==> src/rtl/core_pkg.sv <==
package core_pkg;

   localparam int INSTR_W    = 16;
   localparam int NREGS      = 8;
   localparam int REG_ADDR_W = 3;
   localparam int OP_W       = 3;
   localparam int IMM_W      = 8;
   localparam int DATA_W     = 16;   // Retire data field, default core width

   // Codes 7 and up decode as a no-op
   typedef enum logic [OP_W-1:0] {
      OP_ADD = 3'd0,
      OP_SUB = 3'd1,
      OP_AND = 3'd2,
      OP_OR  = 3'd3,
      OP_XOR = 3'd4,
      OP_LDI = 3'd5,
      OP_MUL = 3'd6
   } opcode_e;

   // Register form, two sources
   typedef struct packed {
      logic [REG_ADDR_W-1:0]                     rs1;
      logic [REG_ADDR_W-1:0]                     rs2;
      logic [INSTR_W-OP_W-3*REG_ADDR_W-1:0]      unused;
   } reg_args_t;

   // LDI form, immediate in the low byte
   typedef struct packed {
      logic [INSTR_W-OP_W-REG_ADDR_W-IMM_W-1:0]  unused;
      logic [IMM_W-1:0]                          imm;
   } imm_args_t;

   typedef union packed {
      reg_args_t rr;
      imm_args_t ri;
   } instr_args_t;

   typedef struct packed {
      opcode_e               opcode;   // Bits 15:13
      logic [REG_ADDR_W-1:0] rd;       // Bits 12:10
      instr_args_t           args;
   } instr_t;

   // Fixed part of the WIDTH-dependent stage packets.
   // Issue packet is valid, op, rd, a, b, imm in that order
   localparam int ISSUE_HDR_W  = 1 + OP_W + REG_ADDR_W + IMM_W;
   // Result packet is valid, rd, data
   localparam int RESULT_HDR_W = 1 + REG_ADDR_W;
   // Multiply step is valid, rd, multiplicand, multiplier, partial sum
   localparam int STEP_HDR_W   = 1 + REG_ADDR_W;

   // Qualified by retire_valid
   typedef struct packed {
      logic [REG_ADDR_W-1:0] dest;
      logic [DATA_W-1:0]     data;
   } retire_t;

endpackage

==> src/rtl/regfile.sv <==
`timescale 1ns/100ps

module regfile #(
   parameter int WIDTH = 16
) (
   input  logic                            clk,
   input  logic                            rst,
   input  logic [core_pkg::REG_ADDR_W-1:0] rd_addr_a,
   input  logic [core_pkg::REG_ADDR_W-1:0] rd_addr_b,
   input  logic                            wr_en,
   input  logic [core_pkg::REG_ADDR_W-1:0] wr_addr,
   input  logic [WIDTH-1:0]                wr_data,
   output logic [WIDTH-1:0]                rd_data_a,
   output logic [WIDTH-1:0]                rd_data_b
);
   import core_pkg::*;

   logic [WIDTH-1:0] regs [NREGS];

   always_ff @(posedge clk) begin
      if (rst) begin
         for (int i = 0; i < NREGS; i++) begin
            regs[i] <= '0;
         end
      end else if (wr_en) begin
         regs[wr_addr] <= wr_data;
      end
   end

   // No bypass, a reader waits until the write edge has passed
   assign rd_data_a = regs[rd_addr_a];
   assign rd_data_b = regs[rd_addr_b];

endmodule

==> src/rtl/decode_stage.sv <==
`timescale 1ns/100ps

module decode_stage #(
   parameter int WIDTH      = 16,
   parameter int MUL_STAGES = 4
) (
   input  logic                                     clk,
   input  logic                                     rst,
   input  logic                                     instr_valid,
   input  core_pkg::instr_t                         instr,
   output logic                                     stall,
   output logic [core_pkg::REG_ADDR_W-1:0]          rd_addr_a,
   output logic [core_pkg::REG_ADDR_W-1:0]          rd_addr_b,
   input  logic [WIDTH-1:0]                         rd_data_a,
   input  logic [WIDTH-1:0]                         rd_data_b,
   input  logic                                     wr_en,
   input  logic [core_pkg::REG_ADDR_W-1:0]          wr_addr,
   output logic [core_pkg::ISSUE_HDR_W+2*WIDTH-1:0] alu_issue,
   output logic [core_pkg::ISSUE_HDR_W+2*WIDTH-1:0] mul_issue
);
   import core_pkg::*;

   typedef struct packed {
      logic                  valid;
      opcode_e               op;
      logic [REG_ADDR_W-1:0] rd;
      logic [WIDTH-1:0]      a;
      logic [WIDTH-1:0]      b;
      logic [IMM_W-1:0]      imm;
   } issue_t;

   // Slot that an ALU op accepted now would share with a multiply
   localparam logic [MUL_STAGES-1:0] ALU_SLOT = MUL_STAGES'(2);

   logic                  is_alu;
   logic                  is_mul;
   logic                  writes_rd;
   logic                  reads_regs;
   logic                  src_busy;
   logic                  rd_busy;
   logic                  slot_busy;
   logic                  accept;
   logic [NREGS-1:0]      pending;     // Scoreboard, one bit per register
   logic [MUL_STAGES-1:0] mul_slots;   // Bit k: multiply result reaches retire k+1 edges on
   logic                  alu_valid;
   logic                  mul_valid;
   issue_t                issue_q;     // Shared payload, only one path valid
   issue_t                alu_pkt;
   issue_t                mul_pkt;

   always_comb begin
      is_alu = 1'b0;
      is_mul = 1'b0;
      case (instr.opcode)
         OP_ADD, OP_SUB, OP_AND, OP_OR, OP_XOR, OP_LDI: is_alu = 1'b1;
         OP_MUL: is_mul = 1'b1;
         default: ;   // No-op
      endcase
   end

   assign writes_rd  = is_alu || is_mul;
   assign reads_regs = writes_rd && (instr.opcode != OP_LDI);
   assign rd_addr_a  = instr.args.rr.rs1;
   assign rd_addr_b  = instr.args.rr.rs2;

   assign src_busy  = reads_regs && (pending[rd_addr_a] || pending[rd_addr_b]);
   assign rd_busy   = writes_rd && pending[instr.rd];
   assign slot_busy = is_alu && |(mul_slots & ALU_SLOT);
   assign stall     = instr_valid && (src_busy || rd_busy || slot_busy);
   assign accept    = instr_valid && !stall;

   always_ff @(posedge clk) begin
      if (rst) begin
         pending   <= '0;
         mul_slots <= '0;
         alu_valid <= 1'b0;
         mul_valid <= 1'b0;
      end else begin
         if (wr_en) pending[wr_addr] <= 1'b0;
         if (accept && writes_rd) pending[instr.rd] <= 1'b1;   // rd never pending here
         mul_slots <= mul_slots >> 1;
         if (accept && is_mul) mul_slots[MUL_STAGES-1] <= 1'b1;
         alu_valid <= accept && is_alu;
         mul_valid <= accept && is_mul;
      end
   end

   always_ff @(posedge clk) begin
      if (accept) begin
         issue_q.valid <= 1'b1;
         issue_q.op    <= instr.opcode;
         issue_q.rd    <= instr.rd;
         issue_q.a     <= rd_data_a;
         issue_q.b     <= rd_data_b;
         issue_q.imm   <= instr.args.ri.imm;
      end
   end

   always_comb begin
      alu_pkt       = issue_q;
      alu_pkt.valid = alu_valid;
      mul_pkt       = issue_q;
      mul_pkt.valid = mul_valid;
   end

   assign alu_issue = alu_pkt;
   assign mul_issue = mul_pkt;

endmodule

==> src/rtl/alu_stage.sv <==
`timescale 1ns/100ps

module alu_stage #(
   parameter int WIDTH = 16
) (
   input  logic                                     clk,
   input  logic                                     rst,
   input  logic [core_pkg::ISSUE_HDR_W+2*WIDTH-1:0] alu_issue,
   output logic [core_pkg::RESULT_HDR_W+WIDTH-1:0]  alu_res
);
   import core_pkg::*;

   typedef struct packed {
      logic                  valid;
      opcode_e               op;
      logic [REG_ADDR_W-1:0] rd;
      logic [WIDTH-1:0]      a;
      logic [WIDTH-1:0]      b;
      logic [IMM_W-1:0]      imm;
   } issue_t;

   typedef struct packed {
      logic                  valid;
      logic [REG_ADDR_W-1:0] rd;
      logic [WIDTH-1:0]      data;
   } result_t;

   issue_t           iss;
   logic [WIDTH-1:0] value;
   result_t          res_q;

   assign iss = alu_issue;

   always_comb begin
      case (iss.op)
         OP_ADD:  value = iss.a + iss.b;    // Wraps
         OP_SUB:  value = iss.a - iss.b;
         OP_AND:  value = iss.a & iss.b;
         OP_OR:   value = iss.a | iss.b;
         OP_XOR:  value = iss.a ^ iss.b;
         OP_LDI:  value = WIDTH'(iss.imm);  // Zero-extended
         default: value = '0;
      endcase
   end

   always_ff @(posedge clk) begin
      res_q.rd   <= iss.rd;
      res_q.data <= value;
      if (rst) res_q.valid <= 1'b0;
      else     res_q.valid <= iss.valid;
   end

   assign alu_res = res_q;

endmodule

==> src/rtl/mul_stage.sv <==
`timescale 1ns/100ps

module mul_stage #(
   parameter int WIDTH      = 16,
   parameter int MUL_STAGES = 4
) (
   input  logic                                    clk,
   input  logic                                    rst,
   input  logic [core_pkg::STEP_HDR_W+3*WIDTH-1:0] in_step,
   output logic [core_pkg::STEP_HDR_W+3*WIDTH-1:0] out_step
);
   import core_pkg::*;

   localparam int BITS = WIDTH / MUL_STAGES;   // Multiplier bits per step

   typedef struct packed {
      logic                  valid;
      logic [REG_ADDR_W-1:0] rd;
      logic [WIDTH-1:0]      mcand;    // Already shifted by earlier steps
      logic [WIDTH-1:0]      mplier;   // Bits not yet consumed, LSB first
      logic [WIDTH-1:0]      sum;
   } step_t;

   step_t            in_s;
   step_t            out_q;
   logic [WIDTH-1:0] acc;

   assign in_s = in_step;

   // Product bits above WIDTH are dropped
   always_comb begin
      acc = in_s.sum;
      for (int j = 0; j < BITS; j++) begin
         if (in_s.mplier[j]) acc = acc + (in_s.mcand << j);
      end
   end

   always_ff @(posedge clk) begin
      out_q.rd     <= in_s.rd;
      out_q.mcand  <= in_s.mcand << BITS;
      out_q.mplier <= in_s.mplier >> BITS;
      out_q.sum    <= acc;
      if (rst) out_q.valid <= 1'b0;
      else     out_q.valid <= in_s.valid;
   end

   assign out_step = out_q;

endmodule

==> src/rtl/mul_pipe.sv <==
`timescale 1ns/100ps

module mul_pipe #(
   parameter int WIDTH      = 16,
   parameter int MUL_STAGES = 4
) (
   input  logic                                     clk,
   input  logic                                     rst,
   input  logic [core_pkg::ISSUE_HDR_W+2*WIDTH-1:0] mul_issue,
   output logic [core_pkg::RESULT_HDR_W+WIDTH-1:0]  mul_res
);
   import core_pkg::*;

   typedef struct packed {
      logic                  valid;
      opcode_e               op;
      logic [REG_ADDR_W-1:0] rd;
      logic [WIDTH-1:0]      a;
      logic [WIDTH-1:0]      b;
      logic [IMM_W-1:0]      imm;
   } issue_t;

   typedef struct packed {
      logic                  valid;
      logic [REG_ADDR_W-1:0] rd;
      logic [WIDTH-1:0]      data;
   } result_t;

   typedef struct packed {
      logic                  valid;
      logic [REG_ADDR_W-1:0] rd;
      logic [WIDTH-1:0]      mcand;
      logic [WIDTH-1:0]      mplier;
      logic [WIDTH-1:0]      sum;
   } step_t;

   issue_t  iss;
   step_t   first;
   step_t   last_s;
   result_t res;
   logic [STEP_HDR_W+3*WIDTH-1:0] chain [MUL_STAGES+1];

   assign iss = mul_issue;

   always_comb begin
      first.valid  = iss.valid;
      first.rd     = iss.rd;
      first.mcand  = iss.a;
      first.mplier = iss.b;
      first.sum    = '0;
   end

   assign chain[0] = first;

   // One register level per step, one multiply in flight per step
   for (genvar i = 0; i < MUL_STAGES; i++) begin : g_step
      mul_stage #(
         .WIDTH      (WIDTH),
         .MUL_STAGES (MUL_STAGES)
      ) i_mul_stage (
         .clk      (clk),
         .rst      (rst),
         .in_step  (chain[i]),
         .out_step (chain[i+1])
      );
   end

   assign last_s = chain[MUL_STAGES];

   always_comb begin
      res.valid = last_s.valid;
      res.rd    = last_s.rd;
      res.data  = last_s.sum;
   end

   assign mul_res = res;

endmodule

==> src/rtl/retire_stage.sv <==
`timescale 1ns/100ps

module retire_stage #(
   parameter int WIDTH = 16
) (
   input  logic                                    clk,
   input  logic                                    rst,
   input  logic [core_pkg::RESULT_HDR_W+WIDTH-1:0] alu_res,
   input  logic [core_pkg::RESULT_HDR_W+WIDTH-1:0] mul_res,
   output logic                                    wr_en,
   output logic [core_pkg::REG_ADDR_W-1:0]         wr_addr,
   output logic [WIDTH-1:0]                        wr_data,
   output logic                                    retire_valid,
   output core_pkg::retire_t                       retire
);
   import core_pkg::*;

   typedef struct packed {
      logic                  valid;
      logic [REG_ADDR_W-1:0] rd;
      logic [WIDTH-1:0]      data;
   } result_t;

   result_t alu_r;
   result_t mul_r;

   assign alu_r = alu_res;
   assign mul_r = mul_res;

   // Decode reserves retire slots, so at most one side is valid
   assign wr_en   = alu_r.valid || mul_r.valid;
   assign wr_addr = alu_r.valid ? alu_r.rd : mul_r.rd;
   assign wr_data = alu_r.valid ? alu_r.data : mul_r.data;

   // Same value as the register write, one edge later on the outside
   always_ff @(posedge clk) begin
      retire.dest <= wr_addr;
      retire.data <= DATA_W'(wr_data);
      if (rst) retire_valid <= 1'b0;
      else     retire_valid <= wr_en;
   end

endmodule

==> src/rtl/exec_core.sv <==
`timescale 1ns/100ps

module exec_core #(
   parameter int WIDTH      = core_pkg::DATA_W,
   parameter int MUL_STAGES = 4               // Must divide WIDTH
) (
   input  logic              clk,
   input  logic              rst,
   input  logic              instr_valid,
   input  core_pkg::instr_t  instr,
   output logic              stall,
   output logic              retire_valid,
   output core_pkg::retire_t retire
);
   import core_pkg::*;

   logic [REG_ADDR_W-1:0]          rd_addr_a;
   logic [REG_ADDR_W-1:0]          rd_addr_b;
   logic [WIDTH-1:0]               rd_data_a;
   logic [WIDTH-1:0]               rd_data_b;
   logic                           wr_en;
   logic [REG_ADDR_W-1:0]          wr_addr;
   logic [WIDTH-1:0]               wr_data;
   logic [ISSUE_HDR_W+2*WIDTH-1:0] alu_issue;
   logic [ISSUE_HDR_W+2*WIDTH-1:0] mul_issue;
   logic [RESULT_HDR_W+WIDTH-1:0]  alu_res;
   logic [RESULT_HDR_W+WIDTH-1:0]  mul_res;

   decode_stage #(
      .WIDTH      (WIDTH),
      .MUL_STAGES (MUL_STAGES)
   ) i_decode (
      .clk         (clk),
      .rst         (rst),
      .instr_valid (instr_valid),
      .instr       (instr),
      .stall       (stall),
      .rd_addr_a   (rd_addr_a),
      .rd_addr_b   (rd_addr_b),
      .rd_data_a   (rd_data_a),
      .rd_data_b   (rd_data_b),
      .wr_en       (wr_en),       // Scoreboard clear
      .wr_addr     (wr_addr),
      .alu_issue   (alu_issue),
      .mul_issue   (mul_issue)
   );

   regfile #(
      .WIDTH (WIDTH)
   ) i_regfile (
      .clk       (clk),
      .rst       (rst),
      .rd_addr_a (rd_addr_a),
      .rd_addr_b (rd_addr_b),
      .wr_en     (wr_en),
      .wr_addr   (wr_addr),
      .wr_data   (wr_data),
      .rd_data_a (rd_data_a),
      .rd_data_b (rd_data_b)
   );

   alu_stage #(
      .WIDTH (WIDTH)
   ) i_alu (
      .clk       (clk),
      .rst       (rst),
      .alu_issue (alu_issue),
      .alu_res   (alu_res)
   );

   mul_pipe #(
      .WIDTH      (WIDTH),
      .MUL_STAGES (MUL_STAGES)
   ) i_mul (
      .clk       (clk),
      .rst       (rst),
      .mul_issue (mul_issue),
      .mul_res   (mul_res)
   );

   retire_stage #(
      .WIDTH (WIDTH)
   ) i_retire (
      .clk          (clk),
      .rst          (rst),
      .alu_res      (alu_res),
      .mul_res      (mul_res),
      .wr_en        (wr_en),
      .wr_addr      (wr_addr),
      .wr_data      (wr_data),
      .retire_valid (retire_valid),
      .retire       (retire)
   );

endmodule

==> config.mk <==
export PLATFORM = sky130hd
export DESIGN_NAME = exec_core
export DESIGN_NICKNAME = d
export VERILOG_FILES = /design/src/rtl/core_pkg.sv /design/src/rtl/regfile.sv /design/src/rtl/decode_stage.sv /design/src/rtl/alu_stage.sv /design/src/rtl/mul_stage.sv /design/src/rtl/mul_pipe.sv /design/src/rtl/retire_stage.sv /design/src/rtl/exec_core.sv
export SDC_FILE = /design/constraint.sdc
export NUM_CORES = 1
export LEC_CHECK = 0
export BUFFER_PORTS_ARGS = -buffer_cell sky130_fd_sc_hd__buf_2
export CORE_UTILIZATION = 35
export DETAILED_ROUTE_END_ITERATION = 8
export PLACE_DENSITY = 0.55
export SLEW_MARGIN = 5
export SYNTH_ARGS = -nofsm -noshare
export SYNTH_HDL_FRONTEND = slang
export SYNTH_SLANG_ARGS = --single-unit
export TNS_END_PERCENT = 5
==> constraint.sdc <==
create_clock -name clk -period 5.4 [get_ports clk]
set_input_delay 0.54 -clock clk [delete_from_list [all_inputs] [get_ports clk]]
set_output_delay 0.54 -clock clk [all_outputs]
set_load 0.05 [all_outputs]
Word level (Yosys, flattened, before mapping):

Memory sizes are Yosys's and may differ from the RTL's. A register that Yosys moved wholly into a read port is not among the register bits.
Cells that the tools add are included.

* output and inout port bits: 21
* RAM bits: 128
* bits in registers: 193
* latch bits: 0
* logic and storage cells: 136
* bits in read-only memories: 0
* input port bits: 19
* memories kept: 1

* div/mod/pow operators: 0
* magnitude comparators: 6
* bitwise operators: 6
* eq/ne operators: 12
* add/sub/neg operators: 17
* shifts and indexed selects: 0
* muxes and demuxes: 43
* multiply operators: 0
* reductions and logical operators: 21

Memories
* i_regfile.regs: depth 8, bits a word 16, read ports 2, clocked after memory_dff 2, wr ports 8, RTL line regfile.sv:18 `logic [WIDTH-1:0] regs [NREGS];`

Operator list (number)
* 16-bit 2-to-1 mux: 18
* 16-bit adder: 16
* 16-bit case mux with 6 select lines: 1
* 8-bit 2-to-1 mux: 3
* 16-bit AND: 1
* 3-bit by 4-bit less-than comparator with 1-bit output, second input constant: 4
* 16-bit bitwise OR: 1
* 16-bit OR reduction: 1
* 16-bit subtractor: 1
* 16-bit XOR: 1
* 3-bit equality test, second input constant: 5
* 1-bit 2-to-1 mux: 14
* 3-bit by 2-bit equality test with 1-bit output, second input constant: 4
* 1-bit logical AND: 11
* 1-bit binary-select mux with 3-bit select: 3
* 8-bit AND: 1
* 8-bit inverter: 1
* 8-bit bitwise OR: 1
* 1-bit demux with 3-bit select: 2
* 3-bit by 1-bit equality test with 1-bit output, second input constant: 2
* 3-bit by 1-bit >= comparator with 1-bit output, second input constant: 2
* 3-bit zero test: 2
* 3-bit 2-to-1 mux: 2
* 6-bit OR reduction: 1
* other kinds (3): 7

Depth between registers and ports, before layout:

* word-level depth: 13
* mapped depth: 31
* gate-level depth less buffers: 31

By module:

Synthesis repeated with hierarchy kept, for this count alone.

* cells, all modules: 2937
* area, all modules: 29510.8 um^2

Modules (own cells, without submodules)
* mul_stage (i_mul.g_step[0].i_mul_stage ...): area each 4111.4 um^2, sequential area each 880.8 um^2, instances 2, cells each 487
* regfile: area each 6974.2 um^2, sequential area each 3843.7 um^2, instances 1, cells each 430
* mul_stage (i_mul.g_step[3].i_mul_stage): area each 4239.1 um^2, sequential area each 880.8 um^2, instances 1, cells each 493
* mul_stage (i_mul.g_step[2].i_mul_stage): area each 4230.3 um^2, sequential area each 880.8 um^2, instances 1, cells each 505
* decode_stage: area each 2612.5 um^2, sequential area each 1621.6 um^2, instances 1, cells each 174
* alu_stage: area each 2507.4 um^2, sequential area each 400.4 um^2, instances 1, cells each 317
* retire_stage: area each 720.7 um^2, sequential area each 400.4 um^2, instances 1, cells each 43
* mul_pipe: area each 3.8 um^2, sequential area each 0.0 um^2, instances 1, cells each 1

Least setup slack after synthesis:

No wires, ideal clock.

* path kind: reg-to-reg
* start point: register i_mul.g_step[0].i_mul_stage.out_q (netlist bit i_mul.g_step[0].i_mul_stage.out_step[36])
* end point: register i_mul.g_step[1].i_mul_stage.out_q (netlist bit i_mul.g_step[1].i_mul_stage.out_step[15])
* required time: 5270 ps
* path slack: -174 ps
* arrival time: 5445 ps
* cell stages (with the launch flop): 28
* buffers on the path: 0
* setup time: 130 ps
* clock period less this slack: 5574 ps
* path through: dfxtp_1 ha_1 fa_1 a21o_1 a21oi_1 o21bai_1 a21oi_1 mux2_2 nand2_1 ha_1 nor2b_1 a31o_2 nor2_1 xnor2_1 mux2_2 ha_1 a21oi_1 xor2_1 a21oi_1 ha_1 and3_1 a221oi_1 a21oi_1 xor2_1 nand2_1 xor2_1 xnor2_1 xnor3_1

* longest elaborated chain between the ends: 8

Ends and longest elaborated chain
* start: declaration: RTL line mul_stage.sv:25 `step_t out_q;`
* 16-bit adder: RTL line mul_stage.sv:34 `if (in_s.mplier[j]) acc = acc + (in_s.mcand << j);`
* 16-bit 2-to-1 mux: RTL line mul_stage.sv:34
* 16-bit adder: RTL line mul_stage.sv:34
* 16-bit 2-to-1 mux: RTL line mul_stage.sv:34
* 16-bit adder: RTL line mul_stage.sv:34
* 16-bit 2-to-1 mux: RTL line mul_stage.sv:34
* 16-bit adder: RTL line mul_stage.sv:34
* 16-bit 2-to-1 mux *: RTL line mul_stage.sv:34
* net i_mul.g_step[1].i_mul_stage.acc[15]: RTL line mul_stage.sv:26 `logic [WIDTH-1:0] acc;`
* end: declaration: RTL line mul_stage.sv:25

Mark *: on every way through the listed nets, which the timed path passes. The rest lies on a longest branch.
A chain may end at the register's enable or synchronous reset.

Final worst setup path:

* start point: register i_mul.g_step[0].i_mul_stage.out_q (netlist bit i_mul.g_step[0].i_mul_stage.out_step[4])
* end point: register i_mul.g_step[1].i_mul_stage.out_q (netlist bit i_mul.g_step[1].i_mul_stage.out_step[15])

* longest elaborated chain between the ends: 8

Ends and longest elaborated chain (RTL line)
* 16-bit adder: mul_stage.sv:34
* 16-bit 2-to-1 mux *: mul_stage.sv:34
* 16-bit adder: mul_stage.sv:34
* 16-bit 2-to-1 mux *: mul_stage.sv:34
* 16-bit adder: mul_stage.sv:34
* 16-bit 2-to-1 mux *: mul_stage.sv:34
* 16-bit adder: mul_stage.sv:34
* 16-bit 2-to-1 mux *: mul_stage.sv:34
* net i_mul.g_step[1].i_mul_stage.acc[15]: mul_stage.sv:26

Marks and branches as above.

==> summary.txt <==
Routing
  – DR WL/cell: slightly below 20 um
  – DR vias/cell: between 5 and 6
  – DRT Wirelength: 51300 um
  – Via count: 13600
  – Detail Route Antenna Nets: 0
  – DR iter-0 viols: 660
  – Residual DRC: 0
  – 1st-pass router iterations: 5

Critical path
  – Data arrival, critical path: approximately 6.0 ns
  – Critical path endpoint category: register
  – CP max FO: 3
  – Critical Path RT: 5.83 ns
  – WS Path Type: register to register
  – Worst r2r path cells: 26
  – CP Launch Type: register

Cells and area
  – Area Overhead vs Synth: 16.8%
  – Fraction of layout cells with a size suffix above 1: approximately 22%
  – Nets: approximately 2100
  – Ant diodes: 0

Die
  – Starting density of the core: between 30% and 40%
  – Core area: about 0.055 mm^2
  – Die area: 0.0569 mm^2
  – Num rows: between 80 and 90
  – Die X: between 200 and 250 um
  – Io pins: 40
  – Die Span Y: about 240 um

Global routing
  – Largest net degree at the start of global routing: between 40 and 50
  – Total GRT Usage: ~18%
  – Initial antenna violation count: 0
  – First-pass GRT wire length: 80400 um
  – GRT overflow: 0
  – Vias in the first global route: ~14000

Place
  – Routability congestion estimate from global placement: between 0.8 and 0.9
  – DPL Wire Length: approximately 36000 um
  – # port buffers: 39
  – Pre-CTS setup slack: -0.338 ns

Synthesis
  – Post-synth net total: between 1500 and 2000
  – Ys Warns: 0
  – #FFs+latches synth: between 300 and 400
  – Async SR Flop Fraction: 0%
  – Syn Area/Cell: 11.2 um^2
  – Post-synth top area share: a little over a quarter
  – Top-count cell post-synth: nor2_1
  – Post-synth EDFFs: 174
  – Synthesized area: 0.0196 mm^2
  – Post-synth top cells: nor2_1, dfxtp_1, edfxtp_1, ha_1, inv_1
  – Synth area leaders: edfxtp_1, dfxtp_1, ha_1, mux4_2, mux2_2
  – Cell taking the most area after synthesis: edfxtp_1
  – Library cells used by synthesis: 80
  – Cells after Synth: 1744
  – Seq/Total Area, Yosys: 44.6%
  – Main synth FF type: dfxtp_1

Outcome
  – Failing checks: setup timing
  – Status: complete, but fails checks

Timing
  – Tmin final: between 5 and 6 ns
  – Sum Neg Setup Slack: -0.122 ns
  – Worst setup margin: -0.122 ns
  – Final cycle utilization of the critical path: 102%
  – Clock Skew: 0.0259 ns
  – Rel. slew slack: 13.1%
  – Max-slew violation count: 0
  – Fin. Hold Viols: 0
  – Setup violations, final: 1
  – Fmax achieved: about 0.18 GHz
  – Unrepaired setup endpoints after global routing: yes
  – Measured slew at the worst slew-check pin: 1.27 ns

Clock network
  – Number of H-tree levels: 2
  – CTS sink count: around 350
  – CTS tree: done
  – Clock slew at the register clock pins of the worst setup and hold paths: roughly 0.060 ns
  – CTS buffer count: 41
  – Clock Tree Buf Depth: 3
  – Root Driver: clkbuf_16
  – Worst skew pair latency: 0.57 ns

Power
  – Leakage: roughly 9.5 nW
  – Worst vdd ir: around 0.00039 V
  – Power Density: approximately 550 mW/mm^2

Min path
  – HP Class: input port to register
  – Hold Path Stages: 1

Run
  – Max Cap Viol: 0
## final timing paths
check        slack (ns)                                                to                                       startpoint
max               -0.12  i_mul.g_step[1].i_mul_stage.out_step[15]$_DFF_P_  i_mul.g_step[0].i_mul_stage.out_step[4]$_DFF_P_
min                0.16                   i_decode.alu_issue[1]$_DFFE_PP_                                         instr[1]
max reg2reg       -0.12  i_mul.g_step[1].i_mul_stage.out_step[15]$_DFF_P_  i_mul.g_step[0].i_mul_stage.out_step[4]$_DFF_P_
min reg2reg        0.32   i_mul.g_step[3].i_mul_stage.out_step[7]$_DFF_P_  i_mul.g_step[2].i_mul_stage.out_step[7]$_DFF_P_
## per-stage QoR
stage                     util (%)  power, W  cells  hold slack, ns  cell area, um^2
after floorplan                  -   0.00769   1744           0.310            19600
after global placement        38.4   0.00934   2569           0.311            21200
after detailed placement      38.4   0.00945   2569           0.313            21200
after CTS                     41.2    0.0126   2646           0.125            22700
after global routing          41.4    0.0136   2651           0.137            22900
final                         41.4    0.0126   2651           0.159            22900
## worst max-delay path, stage by stage, from the launching register on
cell and delay [ns]:
dfxtp_2 0.33, ha_4 0.16, fa_2 0.38, xnor2_1 0.21
a21oi_2 0.09, ha_1 0.28, a21o_1 0.19, a21o_1 0.22
a21o_1 0.19, a211o_1 0.29, a21oi_1 0.15, a31oi_1 0.08
ha_1 0.34, buf_4 0.16, a21o_1 0.16, a21oi_2 0.16
xor2_1 0.20, a21oi_1 0.11, ha_1 0.34, and3_1 0.18
a221oi_2 0.27, a21oi_1 0.12, xor2_1 0.14, nand2_1 0.08
xor2_1 0.17, xnor2_1 0.17, xnor3_1 0.23
## area by class of cell
cell class                 instances  area, um^2
fill                            5243       32300
multi-input combinational       1225       10300
sequential                       349        8730
clock buffer                      58        1270
timing repair buffer             142         968
tap                              748         936
inverter                         112         420
clock inverter                    17         180
## registers in the layout, summed over array words and instances (netlist names), 3 cells and up
signal                             cells
i_decode.alu_issue                    46
i_alu.alu_res                         17
i_retire.retire                       19
i_decode.pending                       8
i_regfile.regs                       128
i_decode.mul_slots                     3
i_mul.g_step.i_mul_stage.out_step    125
## per-layer routing
metal,vias up,share of wire [%],global-route usage (%)
li1,6595,-,-
met1,6616,45,24.1
met2,268,49,31.4
met3,77,3.8,2.28
met4,0,2.4,5.71
met5,-,0,0
## timing repair
action,in CTS,in global routing
pin swaps,10,9
setup buffers,2,5
gates cloned,0,0
endpoints found under the setup margin,3,8
resized for setup,18,25
hold buffers,0,0
## cell usage in the layout, fill, tap and decap left out, types with 6 or more instances in the layout
cell type  count
nor2_1       204
edfxtp_1     174
dfxtp_1      172
ha_1         149
inv_1        109
buf_4        103
nand2_1       98
a21oi_1       82
mux2_2        81
xnor2_1       75
mux4_2        69
o21ai_0       63
clkbuf_16     45
mux2i_1       42
a21o_1        40
buf_2         39
xor2_1        34
nand2b_1      20
nor2b_1       18
nand3_1       17
o21a_1        16
a21oi_2       14
nor3_1        14
fa_1          13
a22oi_1       12
o21ai_1       10
o31ai_1       10
clkbuf_8      10
a31oi_1        9
o21bai_1       8
o22ai_1        8
and3_1         7
a211o_1        6
## where the power goes
part | switching, W | total (W) | internal, W
registers | 0.000282 | 0.00354 | 0.00326
logic | 0.00315 | 0.00618 | 0.00303
clock network | 0.00116 | 0.00292 | 0.00176
total | 0.00459 | 0.0126 | 0.00804
## logic make-up (layout without fill, tap and decap cells)
| kind of cell | count (synthesis) | after routing | share of synthesized area [%] |
|---|---|---|---|
| buffers and inverters | 170 | 329 | 3.40 |
| DFF | 349 | 349 | 44.6 |
| adders and majority gates | 168 | 168 | 11.3 |
| AOI/OAI and AO/OA | 341 | 341 | 11.5 |
| muxes | 194 | 194 | 14.9 |
| xor gates and xnor gates | 112 | 112 | 5.22 |
| and+or+nand+nor | 410 | 410 | 9.17 |
Note: power is estimated with default switching activity, not from simulation.
